### config.mk
export PLATFORM = sky130hd
export DESIGN_NAME = ctl_pipe0
export DESIGN_NICKNAME = d
export VERILOG_FILES = /design/src/hdl/usb_ctl_pkg.sv /design/src/hdl/ctl_pipe0.sv /design/src/hdl/ctl_request_fsm.sv /design/src/hdl/desc_byte_counter.sv /design/src/hdl/desc_rom.sv /design/src/hdl/device_state.sv
export SDC_FILE = /design/constraint.sdc
export NUM_CORES = 1
export LEC_CHECK = 0
export BUFFER_PORTS_ARGS = -buffer_cell sky130_fd_sc_hd__buf_4
export CORE_UTILIZATION = 40
export DETAILED_ROUTE_END_ITERATION = 12
export SYNTH_ARGS = -nofsm -noshare
export SYNTH_HDL_FRONTEND = slang
export SYNTH_SLANG_ARGS = --single-unit
### constraint.sdc
create_clock -name clock -period 2.83 [get_ports clock]
set_input_delay 0.849 -clock clock [delete_from_list [all_inputs] [get_ports clock]]
set_output_delay 0.849 -clock clock [all_outputs]
set_load 0.03 [all_outputs]
### src/hdl/usb_ctl_pkg.sv
package usb_ctl_pkg;

  // widths with a meaning on pipe 0
  typedef logic [7:0]  byte_t;      // one USB data byte
  typedef logic [6:0]  usb_addr_t;  // device address
  typedef logic [7:0]  conf_val_t;  // configuration value
  typedef logic [5:0]  desc_idx_t;  // byte index into a descriptor
  typedef logic [15:0] desc_len_t;  // descriptor or transfer length

  // decoded SETUP packet, bm_request_type in the top byte
  typedef struct packed {
    byte_t       bm_request_type;
    byte_t       b_request;
    logic [15:0] w_value;
    logic [15:0] w_index;
    desc_len_t   w_length;
  } setup_req_t;

  typedef enum logic {
    sel_device = 1'b0,
    sel_config = 1'b1
  } desc_sel_t;

  // control transfer sequencing
  typedef enum logic [2:0] {
    st_idle        = 3'd0,
    st_data_in     = 3'd1,  // streaming descriptor bytes
    st_wait_status = 3'd2,  // host status stage pending
    st_finish      = 3'd3   // single cycle, raises event
  } ctl_state_t;

  // standard request codes
  localparam byte_t REQ_SET_ADDRESS       = 8'd5;
  localparam byte_t REQ_GET_DESCRIPTOR    = 8'd6;
  localparam byte_t REQ_SET_CONFIGURATION = 8'd9;

  // descriptor type codes
  localparam byte_t DESC_TYPE_DEVICE    = 8'd1;
  localparam byte_t DESC_TYPE_CONFIG    = 8'd2;
  localparam byte_t DESC_TYPE_INTERFACE = 8'd4;
  localparam byte_t DESC_TYPE_ENDPOINT  = 8'd5;

  // descriptor lengths in bytes
  localparam desc_len_t DEVICE_DESC_LEN    = 16'd18;
  localparam desc_len_t CONFIG_HEADER_LEN  = 16'd9;
  localparam desc_len_t INTERFACE_DESC_LEN = 16'd9;
  localparam desc_len_t ENDPOINT_DESC_LEN  = 16'd7;

  // header + interface + two bulk endpoints = 32
  localparam desc_len_t CONFIG_TOTAL_LEN =
      CONFIG_HEADER_LEN + INTERFACE_DESC_LEN + 16'd2 * ENDPOINT_DESC_LEN;

  // device identification
  localparam logic [15:0] USB_SPEC_BCD       = 16'h0200;  // USB 2.0
  localparam logic [15:0] DEVICE_RELEASE_BCD = 16'h0100;
  localparam logic [15:0] VENDOR_ID          = 16'hF4CE;
  localparam logic [15:0] PRODUCT_ID         = 16'h0003;
  localparam byte_t       NUM_CONFIGS        = 8'd1;

  // packet sizes
  localparam byte_t       MAX_PACKET_EP0  = 8'd64;
  localparam logic [15:0] BULK_MAX_PACKET = 16'd512;  // high-speed bulk

  // bulk endpoints
  localparam byte_t EP1_OUT_ADDR  = 8'h01;
  localparam byte_t EP2_IN_ADDR   = 8'h82;  // direction bit set for IN
  localparam byte_t EP_ATTR_BULK  = 8'h02;
  localparam byte_t NUM_ENDPOINTS = 8'd2;

  // configuration header fields
  localparam byte_t     NUM_INTERFACES  = 8'd1;
  localparam conf_val_t CONF_VALUE      = 8'd1;   // only non-zero config
  localparam byte_t     MAX_POWER_CODE  = 8'h32;  // 2 mA units
  localparam byte_t     CONF_ATTRIBUTES = 8'hC0;  // self-powered

endpackage

### src/hdl/ctl_pipe0.sv
`timescale 1ns/1ps
module ctl_pipe0 import usb_ctl_pkg::*; (
  input  logic       clock,
  input  logic       reset,
  input  setup_req_t req_i,
  input  logic       req_valid_i,
  output logic       req_ready_o,
  input  logic       status_i,
  output byte_t      tdata_o,
  output logic       tvalid_o,
  output logic       tlast_o,
  input  logic       tready_i,
  output logic       event_o,
  output logic       error_o,
  output usb_addr_t  usb_addr_o,
  output conf_val_t  conf_o,
  output logic       configured_o
);

  logic      cnt_load;
  logic      cnt_step;  // also the ROM fetch enable
  desc_len_t cnt_limit;
  desc_sel_t desc_sel;
  desc_idx_t next_idx;
  logic      conf_valid;
  logic      addr_write;
  usb_addr_t new_addr;
  logic      conf_write;
  conf_val_t new_conf;

  ctl_request_fsm u_fsm (
    .clock        (clock),
    .reset        (reset),
    .req_i        (req_i),
    .req_valid_i  (req_valid_i),
    .req_ready_o  (req_ready_o),
    .status_i     (status_i),
    .tready_i     (tready_i),
    .tvalid_o     (tvalid_o),
    .last_i       (tlast_o),
    .cnt_load_o   (cnt_load),
    .cnt_step_o   (cnt_step),
    .cnt_limit_o  (cnt_limit),
    .sel_o        (desc_sel),
    .conf_valid_i (conf_valid),
    .addr_write_o (addr_write),
    .addr_o       (new_addr),
    .conf_write_o (conf_write),
    .conf_val_o   (new_conf),
    .event_o      (event_o),
    .error_o      (error_o)
  );

  desc_byte_counter u_counter (
    .clock      (clock),
    .reset      (reset),
    .load_i     (cnt_load),
    .step_i     (cnt_step),
    .sel_i      (desc_sel),
    .limit_i    (cnt_limit),
    .next_idx_o (next_idx),
    .last_o     (tlast_o)
  );

  desc_rom u_rom (
    .clock   (clock),
    .sel_i   (desc_sel),
    .idx_i   (next_idx),
    .step_i  (cnt_step),
    .tdata_o (tdata_o)
  );

  device_state u_state (
    .clock        (clock),
    .reset        (reset),
    .addr_write_i (addr_write),
    .addr_i       (new_addr),
    .conf_write_i (conf_write),
    .conf_val_i   (new_conf),
    .conf_valid_o (conf_valid),
    .usb_addr_o   (usb_addr_o),
    .conf_o       (conf_o),
    .configured_o (configured_o)
  );

endmodule

### src/hdl/ctl_request_fsm.sv
`timescale 1ns/1ps
module ctl_request_fsm import usb_ctl_pkg::*; (
  input  logic       clock,
  input  logic       reset,
  input  setup_req_t req_i,
  input  logic       req_valid_i,
  output logic       req_ready_o,
  input  logic       status_i,
  input  logic       tready_i,
  output logic       tvalid_o,
  input  logic       last_i,
  output logic       cnt_load_o,
  output logic       cnt_step_o,
  output desc_len_t  cnt_limit_o,
  output desc_sel_t  sel_o,
  input  logic       conf_valid_i,
  output logic       addr_write_o,
  output usb_addr_t  addr_o,
  output logic       conf_write_o,
  output conf_val_t  conf_val_o,
  output logic       event_o,
  output logic       error_o
);

  ctl_state_t state_q;
  setup_req_t req_q;
  logic       pend_q;    // request latched, decode this cycle
  logic       fill_q;    // first byte being fetched from the ROM
  logic       tvalid_q;
  logic       event_q;
  logic       error_q;
  byte_t      desc_type;
  logic       accept;
  logic       beat;
  logic       is_get_desc;
  logic       is_set_addr;
  logic       is_set_conf;
  logic       type_ok;
  logic       bad_req;

  assign desc_type   = req_q.w_value[15:8];  // high byte of wValue
  assign is_get_desc = req_q.b_request == REQ_GET_DESCRIPTOR;
  assign is_set_addr = req_q.b_request == REQ_SET_ADDRESS;
  assign is_set_conf = req_q.b_request == REQ_SET_CONFIGURATION;
  assign type_ok     = (desc_type == DESC_TYPE_DEVICE) || (desc_type == DESC_TYPE_CONFIG);

  // anything the transaction layer has to STALL
  assign bad_req = !(is_get_desc || is_set_addr || is_set_conf) ||
                   (is_get_desc && !type_ok) ||
                   (is_set_conf && !conf_valid_i);

  assign req_ready_o = (state_q == st_idle) && !pend_q;
  assign accept      = req_valid_i && req_ready_o;
  assign beat        = tvalid_q && tready_i;

  // descriptor fetch control
  assign cnt_load_o  = (state_q == st_idle) && pend_q && !bad_req && is_get_desc &&
                       (req_q.w_length != '0);
  assign cnt_step_o  = (state_q == st_data_in) && (fill_q || beat);
  assign cnt_limit_o = req_q.w_length;
  assign sel_o       = (desc_type == DESC_TYPE_CONFIG) ? sel_config : sel_device;

  // device state updates land at the end of the status stage
  assign addr_o       = req_q.w_value[6:0];
  assign conf_val_o   = req_q.w_value[7:0];
  assign addr_write_o = (state_q == st_finish) && is_set_addr;
  assign conf_write_o = (state_q == st_finish) && is_set_conf;

  assign tvalid_o = tvalid_q;
  assign event_o  = event_q;
  assign error_o  = error_q;

  always_ff @(posedge clock) begin
    if (accept) begin
      req_q <= req_i;
    end
  end

  always_ff @(posedge clock) begin
    if (reset) begin
      state_q  <= st_idle;
      pend_q   <= 1'b0;
      fill_q   <= 1'b0;
      tvalid_q <= 1'b0;
      event_q  <= 1'b0;
      error_q  <= 1'b0;
    end else begin
      event_q <= 1'b0;
      error_q <= 1'b0;
      pend_q  <= accept;
      case (state_q)
        st_idle: begin
          if (pend_q) begin
            if (bad_req) begin
              error_q <= 1'b1;  // stay in idle
            end else if (cnt_load_o) begin
              state_q <= st_data_in;
              fill_q  <= 1'b1;
            end else begin
              state_q <= st_wait_status;  // no data stage
            end
          end
        end
        st_data_in: begin
          if (fill_q) begin
            fill_q   <= 1'b0;
            tvalid_q <= 1'b1;
          end else if (beat && last_i) begin
            tvalid_q <= 1'b0;
            state_q  <= st_wait_status;
          end
        end
        st_wait_status: begin
          if (status_i) begin
            state_q <= st_finish;
          end
        end
        st_finish: begin
          event_q <= 1'b1;
          state_q <= st_idle;
        end
        default: state_q <= st_idle;
      endcase
    end
  end

  // a request ends either with an event or with a STALL
  assert property (@(posedge clock) disable iff (reset) !(event_o && error_o));

  assert property (@(posedge clock) disable iff (reset) tvalid_o |-> state_q == st_data_in);

endmodule

### src/hdl/desc_byte_counter.sv
`timescale 1ns/1ps
module desc_byte_counter import usb_ctl_pkg::*; (
  input  logic      clock,
  input  logic      reset,
  input  logic      load_i,
  input  logic      step_i,
  input  desc_sel_t sel_i,
  input  desc_len_t limit_i,
  output desc_idx_t next_idx_o,
  output logic      last_o
);

  desc_len_t desc_len;
  desc_idx_t count_q;  // clamped transfer length
  desc_idx_t idx_q;    // next byte to fetch
  desc_idx_t idx_inc;
  logic      last_q;

  assign desc_len = (sel_i == sel_config) ? CONFIG_TOTAL_LEN : DEVICE_DESC_LEN;
  assign idx_inc  = idx_q + 1'b1;

  assign next_idx_o = idx_q;
  assign last_o     = last_q;

  always_ff @(posedge clock) begin
    if (reset) begin
      count_q <= '0;
      idx_q   <= '0;
      last_q  <= 1'b0;
    end else if (load_i) begin
      // shorter of wLength and the descriptor
      if (limit_i < desc_len) begin
        count_q <= desc_idx_t'(limit_i);
      end else begin
        count_q <= desc_idx_t'(desc_len);
      end
      idx_q  <= '0;
      last_q <= 1'b0;
    end else if (step_i) begin
      if (idx_q != count_q) begin
        idx_q  <= idx_inc;
        last_q <= idx_inc == count_q;  // fetched byte is the final one
      end else begin
        last_q <= 1'b0;  // final byte consumed
      end
    end
  end

  // the fetch pointer stops at the clamped count
  assert property (@(posedge clock) disable iff (reset) idx_q <= count_q);

endmodule

### src/hdl/desc_rom.sv
`timescale 1ns/1ps
module desc_rom import usb_ctl_pkg::*; (
  input  logic      clock,
  input  desc_sel_t sel_i,
  input  desc_idx_t idx_i,
  input  logic      step_i,
  output byte_t     tdata_o
);

  logic [8*DEVICE_DESC_LEN-1:0]  dev_desc;
  logic [8*CONFIG_TOTAL_LEN-1:0] conf_desc;
  byte_t                         tdata_q;

  // byte 0 sits in the low bits, multi-byte fields little endian
  assign dev_desc = {
    NUM_CONFIGS,               // bNumConfigurations
    8'h00,                     // iSerialNumber
    8'h00,                     // iProduct
    8'h00,                     // iManufacturer
    DEVICE_RELEASE_BCD,        // bcdDevice
    PRODUCT_ID,                // idProduct
    VENDOR_ID,                 // idVendor
    MAX_PACKET_EP0,            // bMaxPacketSize0
    8'h00,                     // bDeviceProtocol
    8'h00,                     // bDeviceSubClass
    8'h00,                     // bDeviceClass
    USB_SPEC_BCD,              // bcdUSB
    DESC_TYPE_DEVICE,          // bDescriptorType
    byte_t'(DEVICE_DESC_LEN)   // bLength
  };

  // header, interface, then the two bulk endpoints
  assign conf_desc = {
    8'h00,                       // bInterval
    BULK_MAX_PACKET,             // wMaxPacketSize
    EP_ATTR_BULK,                // bmAttributes
    EP2_IN_ADDR,                 // bEndpointAddress
    DESC_TYPE_ENDPOINT,          // bDescriptorType
    byte_t'(ENDPOINT_DESC_LEN),  // bLength of EP2 IN
    8'h00,                       // bInterval
    BULK_MAX_PACKET,             // wMaxPacketSize
    EP_ATTR_BULK,                // bmAttributes
    EP1_OUT_ADDR,                // bEndpointAddress
    DESC_TYPE_ENDPOINT,          // bDescriptorType
    byte_t'(ENDPOINT_DESC_LEN),  // bLength of EP1 OUT
    8'h00,                       // iInterface
    8'h00,                       // bInterfaceProtocol
    8'h00,                       // bInterfaceSubClass
    8'h00,                       // bInterfaceClass
    NUM_ENDPOINTS,               // bNumEndpoints
    8'h00,                       // bAlternateSetting
    8'h00,                       // bInterfaceNumber
    DESC_TYPE_INTERFACE,         // bDescriptorType
    byte_t'(INTERFACE_DESC_LEN), // bLength of interface
    MAX_POWER_CODE,              // bMaxPower
    CONF_ATTRIBUTES,             // bmAttributes
    8'h00,                       // iConfiguration
    CONF_VALUE,                  // bConfigurationValue
    NUM_INTERFACES,              // bNumInterfaces
    CONFIG_TOTAL_LEN,            // wTotalLength
    DESC_TYPE_CONFIG,            // bDescriptorType
    byte_t'(CONFIG_HEADER_LEN)   // bLength of header
  };

  // output only moves on a fetch, so it holds under back-pressure
  always_ff @(posedge clock) begin
    if (step_i) begin
      if (sel_i == sel_config && idx_i < CONFIG_TOTAL_LEN) begin
        tdata_q <= conf_desc[idx_i*8 +: 8];
      end else if (sel_i == sel_device && idx_i < DEVICE_DESC_LEN) begin
        tdata_q <= dev_desc[idx_i*8 +: 8];
      end else begin
        tdata_q <= '0;  // past the end
      end
    end
  end

  assign tdata_o = tdata_q;

endmodule

### src/hdl/device_state.sv
`timescale 1ns/1ps
module device_state import usb_ctl_pkg::*; (
  input  logic      clock,
  input  logic      reset,
  input  logic      addr_write_i,
  input  usb_addr_t addr_i,
  input  logic      conf_write_i,
  input  conf_val_t conf_val_i,
  output logic      conf_valid_o,
  output usb_addr_t usb_addr_o,
  output conf_val_t conf_o,
  output logic      configured_o
);

  usb_addr_t addr_q;
  conf_val_t conf_q;

  // 0 drops back to the address state, CONF_VALUE configures
  assign conf_valid_o = (conf_val_i == '0) || (conf_val_i == CONF_VALUE);

  always_ff @(posedge clock) begin
    if (reset) begin
      addr_q <= '0;
      conf_q <= '0;
    end else begin
      // strobes only arrive after the status stage
      if (addr_write_i) begin
        addr_q <= addr_i;
      end
      if (conf_write_i) begin
        conf_q <= conf_val_i;
      end
    end
  end

  assign usb_addr_o   = addr_q;
  assign conf_o       = conf_q;
  assign configured_o = conf_q != '0;

  // the FSM stalls an illegal value before it ever writes
  assert property (@(posedge clock) disable iff (reset)
    (conf_o == '0) || (conf_o == CONF_VALUE));

endmodule

==> impl_summary.md, run 1 <==
Routing
The routed design has approximately 7300 um of wire. After detailed routing, the number of remaining DRC violations is 0. The post-route antenna net violation count is 0. Across all layers, the routed design uses approximately 2,800 vias. After detailed routing, the number of vias per cell comes to 5.12. The post-detailed-route wirelength per cell is 13.5 um. Before antenna repair, the detailed router went through 4 iterations.

The detailed router finished its first iteration with 83 violations.

Logic synthesis
The commonest cells after synthesis are edfxtp_1 (48), dfxtp_1 (35), nand2_1 (35). The number of synthesized register bits is 83. Summing the sequential cell areas from Yosys gives between 50% and 60% of the chip area. The average instance in the mapped netlist occupies around 11 sq um.

Counting distinct cell types in the post-synthesis netlist gives 52. After technology mapping, the gate count stands at 348. The number of warnings printed during yosys synthesis is 0. The fraction of synthesized cell area taken by the top area cell type is between 30% and 40%.

Sorting the synthesized cells by area gives the leading types as edfxtp_1 (38%), dfxtp_1 (19%), ha_1 (4.0%). In this run, synthesis inferred between 40 and 50 flip-flops with an integrated enable. In this run the cell area of the synthesized design comes to 0.00377 sq mm. The net count of the mapped netlist is roughly 430. The most common flop cell mapped by yosys is edfxtp_1. The most common cell in the synthesized netlist is edfxtp_1. The cell type contributing the most total cell area after synthesis is edfxtp_1. In the synthesized netlist the async set-or-reset flop fraction comes to 0%.

Critical path
The number of buffers and inverters on the critical path is 2. The startpoint class of the critical path is a flop. The worst stage delay on the critical path is 0.34 ns. Among cell families on the critical path, the largest total delay comes from flip-flops. The register-to-register path setup slack is 0.46 ns. The highest net fanout along the worst path is 6. The worst setup path category is reg -> out. The worst setup path is captured at a primary output. The critical path goes through inv_1 > ha_1 > nor2b_1 > buf_4.

STA puts the critical path data required time at ~2.0 ns. For the worst setup path, the data arrival time is 1.60 ns. On the critical path, the stage with the largest delay is an instance of dfxtp_1.

Floorplanning
The effective utilization at floorplan is about 41%. The placeable core area is 0.00920 sq mm. The y dimension of the die is just under 100 um. After floorplanning, the core was divided into 35 placement rows. The width of the die is slightly below 100 um. The top-level I/O count is ~100. The die covers between 0.009 and 0.01 sq mm.

GRT
Global routing used 15.6% of the available tracks. The residual overflow from global routing is 0. The global-route wire length before repair is between 10,000 and 15,000 um.

Global routing used between 3 and 4% of the available met3 tracks. The initial antenna violation count is 0. The met1 track demand over resource in global routing is a little over a fifth. After global routing, the most crowded layer is met2.

The pin count of the biggest net entering global routing is 30. The via count of the first global-routing pass is between 2,000 and 3,000. The met2 track demand over resource in global routing is around 25%.

Final layout
The area growth from synthesis to layout is 23.6%. The number of nets at the end of the flow is roughly 500. The number of cells in the finished layout apart from fillers is roughly 540. Fill cells in the final layout number 837.

The area of the multi-input gates is 0.00152 sq mm. The fraction of layout cells with a size suffix above 1 is between 20% and 30%. In the final layout, flip-flops and latches occupy about 0.0021 sq mm. The repair_antennas step left the layout with diodes totalling 0.

Timing
After layout, the minimum clock period comes to between 2 and 2.5 ns. The number of max-slew violations in the final report is 0. The pin slew with the least headroom to its limit is 0.610 ns. Dividing the final minimum period by the clock period gives 86.5%. The clock skew after layout is approximately 0.015 ns.

In this run the tightest slew margin relative to its limit is between 50% and 60%. The total setup violations reported at the end of the flow is 0. The count of endpoints failing hold in the final timing report is 0. Setup repair after global routing left no endpoint under its margin. For this run, the top clock speed supported by timing is 409 MHz. On the final layout, the worst hold slack is 0.478 ns. Adding up every negative setup slack in the final design gives 0 ns.

Clock tree
At the later pin of the worst-skew pair, clock insertion delay measures between 0.3 and 0.4 ns. The clock net in this run drives a total of just over 80 sinks. The number of clock buffers added by TritonCTS is 9. Hold repair after CTS inserted 0 buffers. The root buffer cell chosen for the clock tree is clkbuf_8. The count of H-tree levels built during CTS is 3. After clock tree synthesis, the clock-pin slew on the worst setup and hold paths is approximately 0.10 ns. The number of gates resized after CTS is 0. The maximum buffer depth of the clock tree is 2.

The number of setup buffers added after CTS is 0. The CTS tree is yes.

Place
The number of buffer cells added on primary ports is 73. The placer congestion estimate is around 0.80. The detailed placement HPWL is approximately 5200 um. Once placement completed, the tool counted placed cells totaling roughly 520.

Power
After layout, the design draws a total of about 0.0024 W. Dividing total power by cell area gives a power density of around 510 mW/mm^2. In this run the static leakage power is between 1.5 and 2 nW. The maximum vdd ir drop is ~0.00028 V.

Job
Max-cap violations in this run came to 0.

Outcome
The flow ran to the end, and the final reports show no timing, DRC or antenna violations.

Worst hold path
The worst min-delay path class is reg -> reg.
per-layer routing:
metal,share of wire [%],vias to the layer above
met2,46,78
met1,48,1259
met3,4.9,11
met4,1.7,0
met5,0,-
li1,-,1404
logic make-up after synthesis:
group / count (synthesis) / synth area share [%]
simple gates: 140 / 19.5
fa+ha+maj: 12 / 3.98
compound gates: 58 / 10.1
xor+xnor: 15 / 3.48
mux: 11 / 2.98
flops: 83 / 56.7
buf+inv: 29 / 3.15
worst min-delay path, delay by kind of cell (launching register included):
kind	cells	cell delay (ns)
flip-flops	1	0.33
AND/OR/NAND/NOR	1	0.06
AO/OA/AOI/OAI	1	0.05
layout by cell type, fill, tap and decap left out, types with 9 or more instances in the layout:
| master | n |
|---|---|
| ha_1 | 12 |
| xnor2_1 | 9 |
| clkbuf_8 | 9 |
| nand2_1 | 35 |
| nor3_1 | 9 |
| inv_1 | 13 |
| a21oi_1 | 22 |
| mux2i_1 | 9 |
| nor2_1 | 33 |
| buf_4 | 77 |
| dfxtp_1 | 35 |
| nor2b_1 | 9 |
| nand3_1 | 16 |
| edfxtp_1 | 48 |
state kept, by name, indices dropped and copies added (netlist names):
name / flops
u_counter.next_idx_o: 6
u_fsm.tvalid_o: 1
u_counter.count_q: 6
u_fsm.desc_type: 8
u_fsm.fill_q: 1
u_fsm.conf_val_o: 1
u_fsm.req_q: 8
u_fsm.state_q: 2
u_state.conf_o: 8
u_state.usb_addr_o: 7
u_fsm.addr_o: 7
u_fsm.event_o: 1
u_fsm.error_o: 1
u_fsm.cnt_limit_o: 16
u_rom.tdata_o: 8
u_fsm.pend_q: 1
u_counter.last_o: 1
power by group:
group	switching, W	internal (W)
Combinational	0.0000528	0.0000589
Clock	0.000473	0.000441
Sequential	0.0000188	0.00132
worst paths after layout:
path,cells past startpoint,to,from
max,4,req_ready_o,u_fsm.state_q[1]
min,2,u_state.conf_o[7],u_state.conf_o[7]
max reg2reg,6,u_counter.next_idx_o[3],u_fsm.desc_type[3]
min reg2reg,2,u_state.conf_o[7],u_state.conf_o[7]
cell type report:
class	instances	share of cell area (%)
flip-flops and latches	83	45.9
multi-input cells	236	32.5
repair buffers	78	12.8
clock buffers	11	3.73
well taps	111	2.98
clock inverters	5	1.07
inverters	13	1.05
per-stage QoR:
stage                     utilization [%]  cell area (sq um)  setup slack (ns)
after floorplan                         -               3770             0.146
after global placement               48.3               4440             0.473
after detailed placement             48.3               4440             0.427
after CTS                            50.7               4670             0.377
after global routing                 50.7               4670             0.175
final                                50.7               4670             0.383
No activity file was read; power rests on OpenSTA's default activity.
==> run 2, diff against run 1 <==
Settings changed: CORE_UTILIZATION 40 to 35.
==> impl_summary.md, run 2 (synthesis gave the netlist of run 1 again) <==
Final layout
The layout overhead on the synthesized area is 24.7%. Leaving out fill and tap cells, the most frequent cell in the layout is buf_4. The layout has 1,005 filler cells. The fraction of layout cells with a size suffix above 1 is between 20% and 30%. The final cell utilization of the core is a little under half.

0 antenna diodes ended up in the layout. The number of flip-flops in the largest register is 16. The area of the multi-input gates is approximately 0.0015 sq mm. The number of cells in the finished layout apart from fillers is around 560. The storage element area is ~0.0021 sq mm. In the layout the commonest cells are buf_4 (77), edfxtp_1 (48), nand2_1 (35), dfxtp_1 (35), nor2_1 (33). The final layout contains about 500 nets.

Floorplanning
The effective utilization at floorplan is 36.4%. The y dimension of the die is 106 um. The width of the die is roughly 110 um. The floorplan has 37 rows. The floorplan step defined a core boundary enclosing 0.0104 sq mm. The die covers 0.0112 sq mm.

The top-level I/O count is 98.

GRT
The initial antenna violation count is 0. The most utilized layer in the global route result is met2. The met2 track demand over resource in global routing is between 20% and 30%. For this run, the total global-route usage over all layers was measured as between 10% and 20%. For met3 alone, demand over resource in global routing was under 10%. The first global-routing pass estimated around 12,000 um of wire. Entering global routing, the biggest net connects 31 pins. The met1 track demand over resource in global routing is between 10% and 20%. The via count of the first global-routing pass is between 2,000 and 2,500. The residual overflow from global routing is 0.

Timing
The tightest slew margin relative to the limit is between 60 and 70%. The number of max-slew violations in the final report is 0. The count of endpoints failing hold in the final timing report is 0. Setup repair after global routing left no endpoint under its margin.

The pin slew with the least headroom to its limit is between 0.5 and 0.6 ns. The worst hold slack is 0.477 ns. Setup violations remaining at the end of the flow were counted as 0. In the finished design, the share of the clock period the worst path needs comes to between 80% and 90%.

The final critical delay including setup and external delays is ~2.5 ns. For the final database, setup skew stands at ~0.0084 ns. Adding up every negative setup slack in the final design gives 0 ns. Derived from the worst setup path, the maximum achievable clock frequency is about 400 MHz.

Critical path
The cell with the largest stage delay on the worst path is nor2b_1. STA puts the critical path data arrival time at about 1.7 ns. Setup slack on the worst reg-to-reg path comes out at roughly 0.46 ns. The cell family contributing the most delay on the critical path is simple AND/OR/NAND/NOR gates. Data on the critical path is required at its endpoint by about 2.0 ns.

The worst setup path is of the reg -> out kind. The highest net fanout along the worst path is 6. In this run the critical register-to-register path is captured at u_fsm.fill_q.

Counting both buffers and inverters, the worst setup path holds a total of 2. The worst stage delay on the critical path is ~0.36 ns. The critical path goes through inv_1 > ha_1 > nor2b_1 > buf_4. The worst setup path is captured at a primary output. The startpoint class of the critical path is a flop. The critical path crosses 4 cells after its start point.

The worst register-to-register path begins at u_fsm.desc_type[3]. The length in cells of the worst reg-to-reg path is 6.

Clock tree
For the worst-skew pair, the clock arrives at the later sink with an insertion delay of around 0.35 ns. After clock tree synthesis, the clock-pin slew on the worst setup and hold paths is 0.08 ns. The root buffer cell chosen for the clock tree is clkbuf_8.

For this design, the CTS-stage hold fixing added 0 buffers. Once the clock tree was built, the resizer swapped 0 gates to a different size. No sink is reached through more buffers than the 2 on the longest clock path.

The number of CTS-inserted buffers is 9. The CTS tree is yes. For this design, the sink count on the clock tree is 83.

The H-tree generated during clock tree synthesis spans 3 levels. The number of setup buffers added after CTS is 0.

Worst hold path
In this run the most critical hold path is launched from u_state.conf_o[7]. Counting instances, the worst hold path has a depth of 2. The worst min-delay path endpoint is u_state.conf_o[7].

The worst min-delay path class is reg -> reg.

Routing
The count of unresolved DRC violations after routing is 0. The total wire length after detailed routing is around 7600 um. The total via count after detailed routing is 2,719. Once detail routing completed, the nets flagged for antenna violations numbered 0.

The post-detailed-route wirelength per cell is 13.6 um. The first routing iteration left 113 violations. The number of vias per cell after detailed routing is 4.84. Before antenna repair, the detailed router went through 4 iterations.

Place
In this run, placement finished with an instance count of 546. Port buffering added 73 buffers. The placer congestion estimate is 0.802. The detailed placement HPWL is 5440 um.

Power
For this design the ratio of total power to cell area is just over 500 mW/mm^2. The static leakage is about 1.9 nW. The maximum vdd ir drop is 0.000240 V.

Job
Max-cap violations in this run came to 0.

Outcome
The flow ran to the end, and the final reports show no timing, DRC or antenna violations.
==> run 2: area by class of cell <==
class | count | share of cell area, %
sequential | 83 | 45.5
timing repair buffer | 78 | 12.7
tap | 136 | 3.61
clock buffer | 14 | 4.15
clock inverter | 2 | 0.824
multi-input combinational | 236 | 32.2
inverter | 13 | 1.04
==> run 2: metrics by stage <==
step | total power, W | cell area [sq um] | worst slack (ns)
after CTS | 0.00244 | 4710 | 0.275
after floorplan | 0.00141 | 3770 | 0.146
after global routing | 0.00250 | 4710 | 0.142
after detailed placement | 0.00148 | 4470 | 0.477
after global placement | 0.00148 | 4470 | 0.496
final | 0.00241 | 4710 | 0.311
==> run 2: worst max-delay path by stage <==
stage / from / to / slack, ns
final: u_fsm.state_q[1] / req_ready_o / 0.31
after detailed placement: u_fsm.desc_type[3] / u_fsm.fill_q / 0.48
after floorplan: u_fsm.state_q[1] / u_fsm.addr_o[0] / 0.15
after global placement: u_fsm.desc_type[3] / u_fsm.fill_q / 0.50
after global routing: u_fsm.state_q[1] / req_ready_o / 0.14
after CTS: u_fsm.state_q[1] / req_ready_o / 0.27
==> run 2: worst register-to-register path: cells and delay by family, from the launching register on <==
kind	cells	cell delay [ns]
AO/OA/AOI/OAI	2	0.52
AND/OR/NAND/NOR	3	1.01
multiplexers	1	0.35
flip-flops	1	0.39
==> run 2: power by group <==
group	total (W)	switching [W]	internal (W)
combinational	0.000112	0.0000534	0.0000589
sequential	0.00134	0.0000193	0.00132
clock	0.000953	0.000411	0.000542
total	0.00241	0.000484	0.00192
==> run 2: per-layer routing <==
layer / part of all wire, % / wire length [um]
met2: 45 / 3450
met4: 1.0 / 80
met1: 49 / 3740
met5: 0 / 0
met3: 4.9 / 371
==> run 3, diff against run 2 <==
Settings changed: ABC_AREA set to 1, GPL_ROUTABILITY_DRIVEN set to 0.
==> impl_summary.md, run 3 <==
Final layout
The layout overhead on the synthesized area is 23.2%. Cells with a size suffix above 1 make up 25.4% of the layout. Summing all flip-flop and latch instances after layout gives ~0.0021 sq mm.

The final cell utilization of the core is approximately 44%. The area of the multi-input gates is 0.00151 sq mm. Once layout is complete, the cells apart from fillers number 633.

In the layout the commonest cells are buf_4 (74), nand2_1 (68), edfxtp_1 (48). Fill cells in the final layout number between 1,000 and 1,500. The number of antenna diodes in the final layout is 0. The number of nets at the end of the flow is between 500 and 600. The most frequent standard cell in the layout excluding fill and tap cells is buf_4. The register with the most flip-flops in the layout has 16 of them.

Routing
In the routed layout, each cell is associated on average with a via count of 4.67. The count of unresolved DRC violations after routing is 0. The post-detailed-route wirelength per cell is around 12 um.

The first routing iteration left approximately 130 violations. The number of optimization iterations in the first detailed-route pass is 5. The total via count after detailed routing is between 2,000 and 3,000. The post-route antenna net violation count is 0. For this block, the routed nets add up to between 7000 and 8000 um of wire.

Power
The proportion of total power due to net switching is 21.1%. The design internal power is ~0.0019 W. The net switching power is about 0.0005 W. The design draws roughly 0.0024 W. The maximum vdd ir drop is approximately 0.00026 V. The cell area power density is around 490 mW/mm^2. The part of the total power dissipated in the clock network is between 30 and 40%. Registers are responsible for 56.3% of the overall power. The combinational power share is under 10%.

The static leakage is about 2.0 nW.

GRT
The overall global routing resource usage is between 10% and 20%. The global-route wire length before repair is around 13,000 um. After global routing the overflow that remains totals 0. The via count of the first global-routing pass is 2,859. The initial antenna violation count is 0. The pin count of the biggest net entering global routing is 41.

Worst hold path
In this run the worst hold path is classified as reg -> reg.

Logic synthesis
The number of synthesized flops with an enable pin is 48. The portion of netlist area occupied by mux cells is 0%. The most frequent cell after synthesis is nand2_1. The commonest cells after synthesis are nand2_1 (68), edfxtp_1 (48), inv_1 (47). The most common flop cell mapped by yosys is edfxtp_1. The xor/xnor share of the synthesized area is ~2.5%. The number of synthesized register bits is 83.

Summing the areas of all compound-gate instances in the mapped netlist gives 10.1% of the synthesized area. For this run, the register share of the synthesized area comes to between 50% and 60%. The number of warnings printed during yosys synthesis is 0. Yosys mapped the design onto 45 distinct sky130hd cell types. edfxtp_1 takes more of the synthesized area than any other cell. The synthesized netlist devotes around 22% of its cell area to simple gates.

The synthesized instance count is ~410. Sorting the synthesized cells by area gives the leading types as edfxtp_1 (37%), dfxtp_1 (18%), nand2_1 (6.5%). The fraction of synthesized cell area taken by the top area cell type is between 30 and 40%. The net count of the mapped netlist is around 500. After synthesis, the mean cell area works out to between 9 and 10 sq um. The largest family of logic cells by synthesized area is simple AND/OR/NAND/NOR gates. The synthesized netlist devotes 3.85% of its cell area to adder and majority cells. The mapped netlist covers just under 0.004 sq mm. Counting flops with an async set or reset pin after synthesis yields a share of 0%.

Clock tree
Clock tree synthesis inserted a total of 9 buffers. The later pin in the worst-skew pair is clocked with a latency of ~0.35 ns. The maximum buffer depth of the clock tree is 2.

The H-tree was split into 3 levels. Clock tree synthesis found a total of between 80 and 90 sinks. Once the clock tree was built, the resizer swapped 0 gates to a different size. Clock-pin slew was measured on the worst setup and hold paths at ~0.080 ns.

The CTS tree is yes. The root buffer cell is clkbuf_8. The count of hold-fix buffers inserted at cts is 0. The number of setup buffers added after CTS is 0.

Timing
Setup repair after global routing left no endpoint under its margin. The tightest slew margin relative to the limit is around three fifths. The count of endpoints failing hold in the final timing report came to 0. The clock skew after layout is approximately 0.0054 ns. The pin slew with the least headroom to its limit is 0.579 ns.

The number of max-slew violations in the final report is 0. The summed negative setup slack over all endpoints is 0 ns. The total setup violations reported at the end of the flow is 0. Static timing analysis puts the maximum clock frequency at between 400 and 500 MHz.

Hold is met by 0.454 ns. The post-route clock period utilization is between 80% and 90%. The final critical delay including setup and external delays is between 2 and 2.5 ns.

Floorplanning
The placeable core area is 0.0108 sq mm. 98 I/O pins were placed. The initial utilization of the core area, before any placement, comes to 36.0%. The die is ~110 um wide.

The floorplan die area is about 0.012 sq mm. The total number of placement rows is 38. From bottom edge to top edge, the die measures about 110 um.

Place
The number of buffer cells added on primary ports is 73. The wire-length estimate of the detail-placed layout is 5760 um. The number of placed instances with taps included is between 600 and 700.

Critical path
The highest net fanout along the worst path is 5. The critical path is of the reg -> out type. On the worst path, the slowest cell contributes a delay of ~0.36 ns. Data arrives at the worst endpoint at about 1.6 ns. Among the stages of the critical path, the cell type that occurs most often is inv_1. The critical path goes through inv_1 > ha_1 > inv_1 > nor2_1 > buf_4. The worst path required time is approximately 2.0 ns. The startpoint class of the critical path is a flop. The cell with the largest stage delay on the worst path is dfxtp_1. The worst setup path is captured at a primary output.

Outcome
The flow ran to the end, and the final reports show no timing, DRC or antenna violations.

Job
The max-cap violation count is 0.
-- run 3: cell count changes after synthesis, moves of 6 or more --
cell,previous run,this run
inv_1,13,47
nand2_1,35,68
nand3_1,16,30
o21ai_0,7,19
mux2i_1,9,0
nor2b_1,9,0
a21oi_1,22,30
clkbuf_1,11,3
nand2b_1,7,0
nand2_2,0,6
nor2_2,0,6
-- run 3: cells by family after synthesis --
| family | after synthesis |
|---|---|
| AND/OR/NAND/NOR | 175 |
| flip-flops | 83 |
| AO/OA/AOI/OAI | 69 |
| buffers and inverters | 63 |
| adder cells (fa/ha/maj) | 12 |
| XOR/XNOR | 11 |
-- run 3: cell type report --
cell class | instances | share of cell area [%]
Inverter | 53 | 4.30
Tap cell | 140 | 3.65
Clock buffer | 10 | 2.66
Sequential cell | 83 | 44.6
Multi-Input combinational cell | 267 | 31.4
Clock inverter | 6 | 1.88
Timing Repair Buffer | 74 | 11.6
-- run 3: final timing paths --
path,startpoint,to,slack (ns),depth (start not counted)
setup reg to reg,u_fsm.state_q[1],u_fsm.cnt_limit_o[7],0.76,7
setup / recovery,u_fsm.state_q[1],req_ready_o,0.36,5
hold / removal,u_state.usb_addr_o[1],u_state.usb_addr_o[1],0.45,2
hold reg to reg,u_state.usb_addr_o[1],u_state.usb_addr_o[1],0.45,2
-- run 3: critical path, delay by kind of cell (launching register included) --
kind,cells,cell delay [ns]
DFF,1,0.36
buffers and inverters,3,0.41
adders and majority gates,1,0.23
and+or+nand+nor,1,0.26
-- run 3: metal layers --
layer / GRT usage, % / up-vias / share of wire, %
li1: - / 1528 / -
met1: 17.2 / 1336 / 45
met2: 24.1 / 80 / 49
met3: 3.81 / 14 / 4.8
met4: 5.87 / 0 / 1.6
met5: 0 / - / 0
-- run 3: power by group through the flow --
stage          Combinational, W  Sequential [W]  Clock [W]
2_1_floorplan         0.0000581         0.00136          0
3_3_place_gp           0.000124         0.00136          0
3_5_place_dp           0.000126         0.00137          0
4_1_cts                0.000126         0.00134   0.000938
5_1_grt                0.000139         0.00134   0.000981
6_report               0.000124         0.00134   0.000915
-- run 3: metrics by stage --
| step | worst slack, ns | area (sq um) |
|---|---|---|
| after floorplan | 0.0580 | 3900 |
| after global placement | 0.710 | 4590 |
| after detailed placement | 0.684 | 4590 |
| after CTS | 0.372 | 4800 |
| after global routing | 0.252 | 4800 |
| final | 0.365 | 4800 |
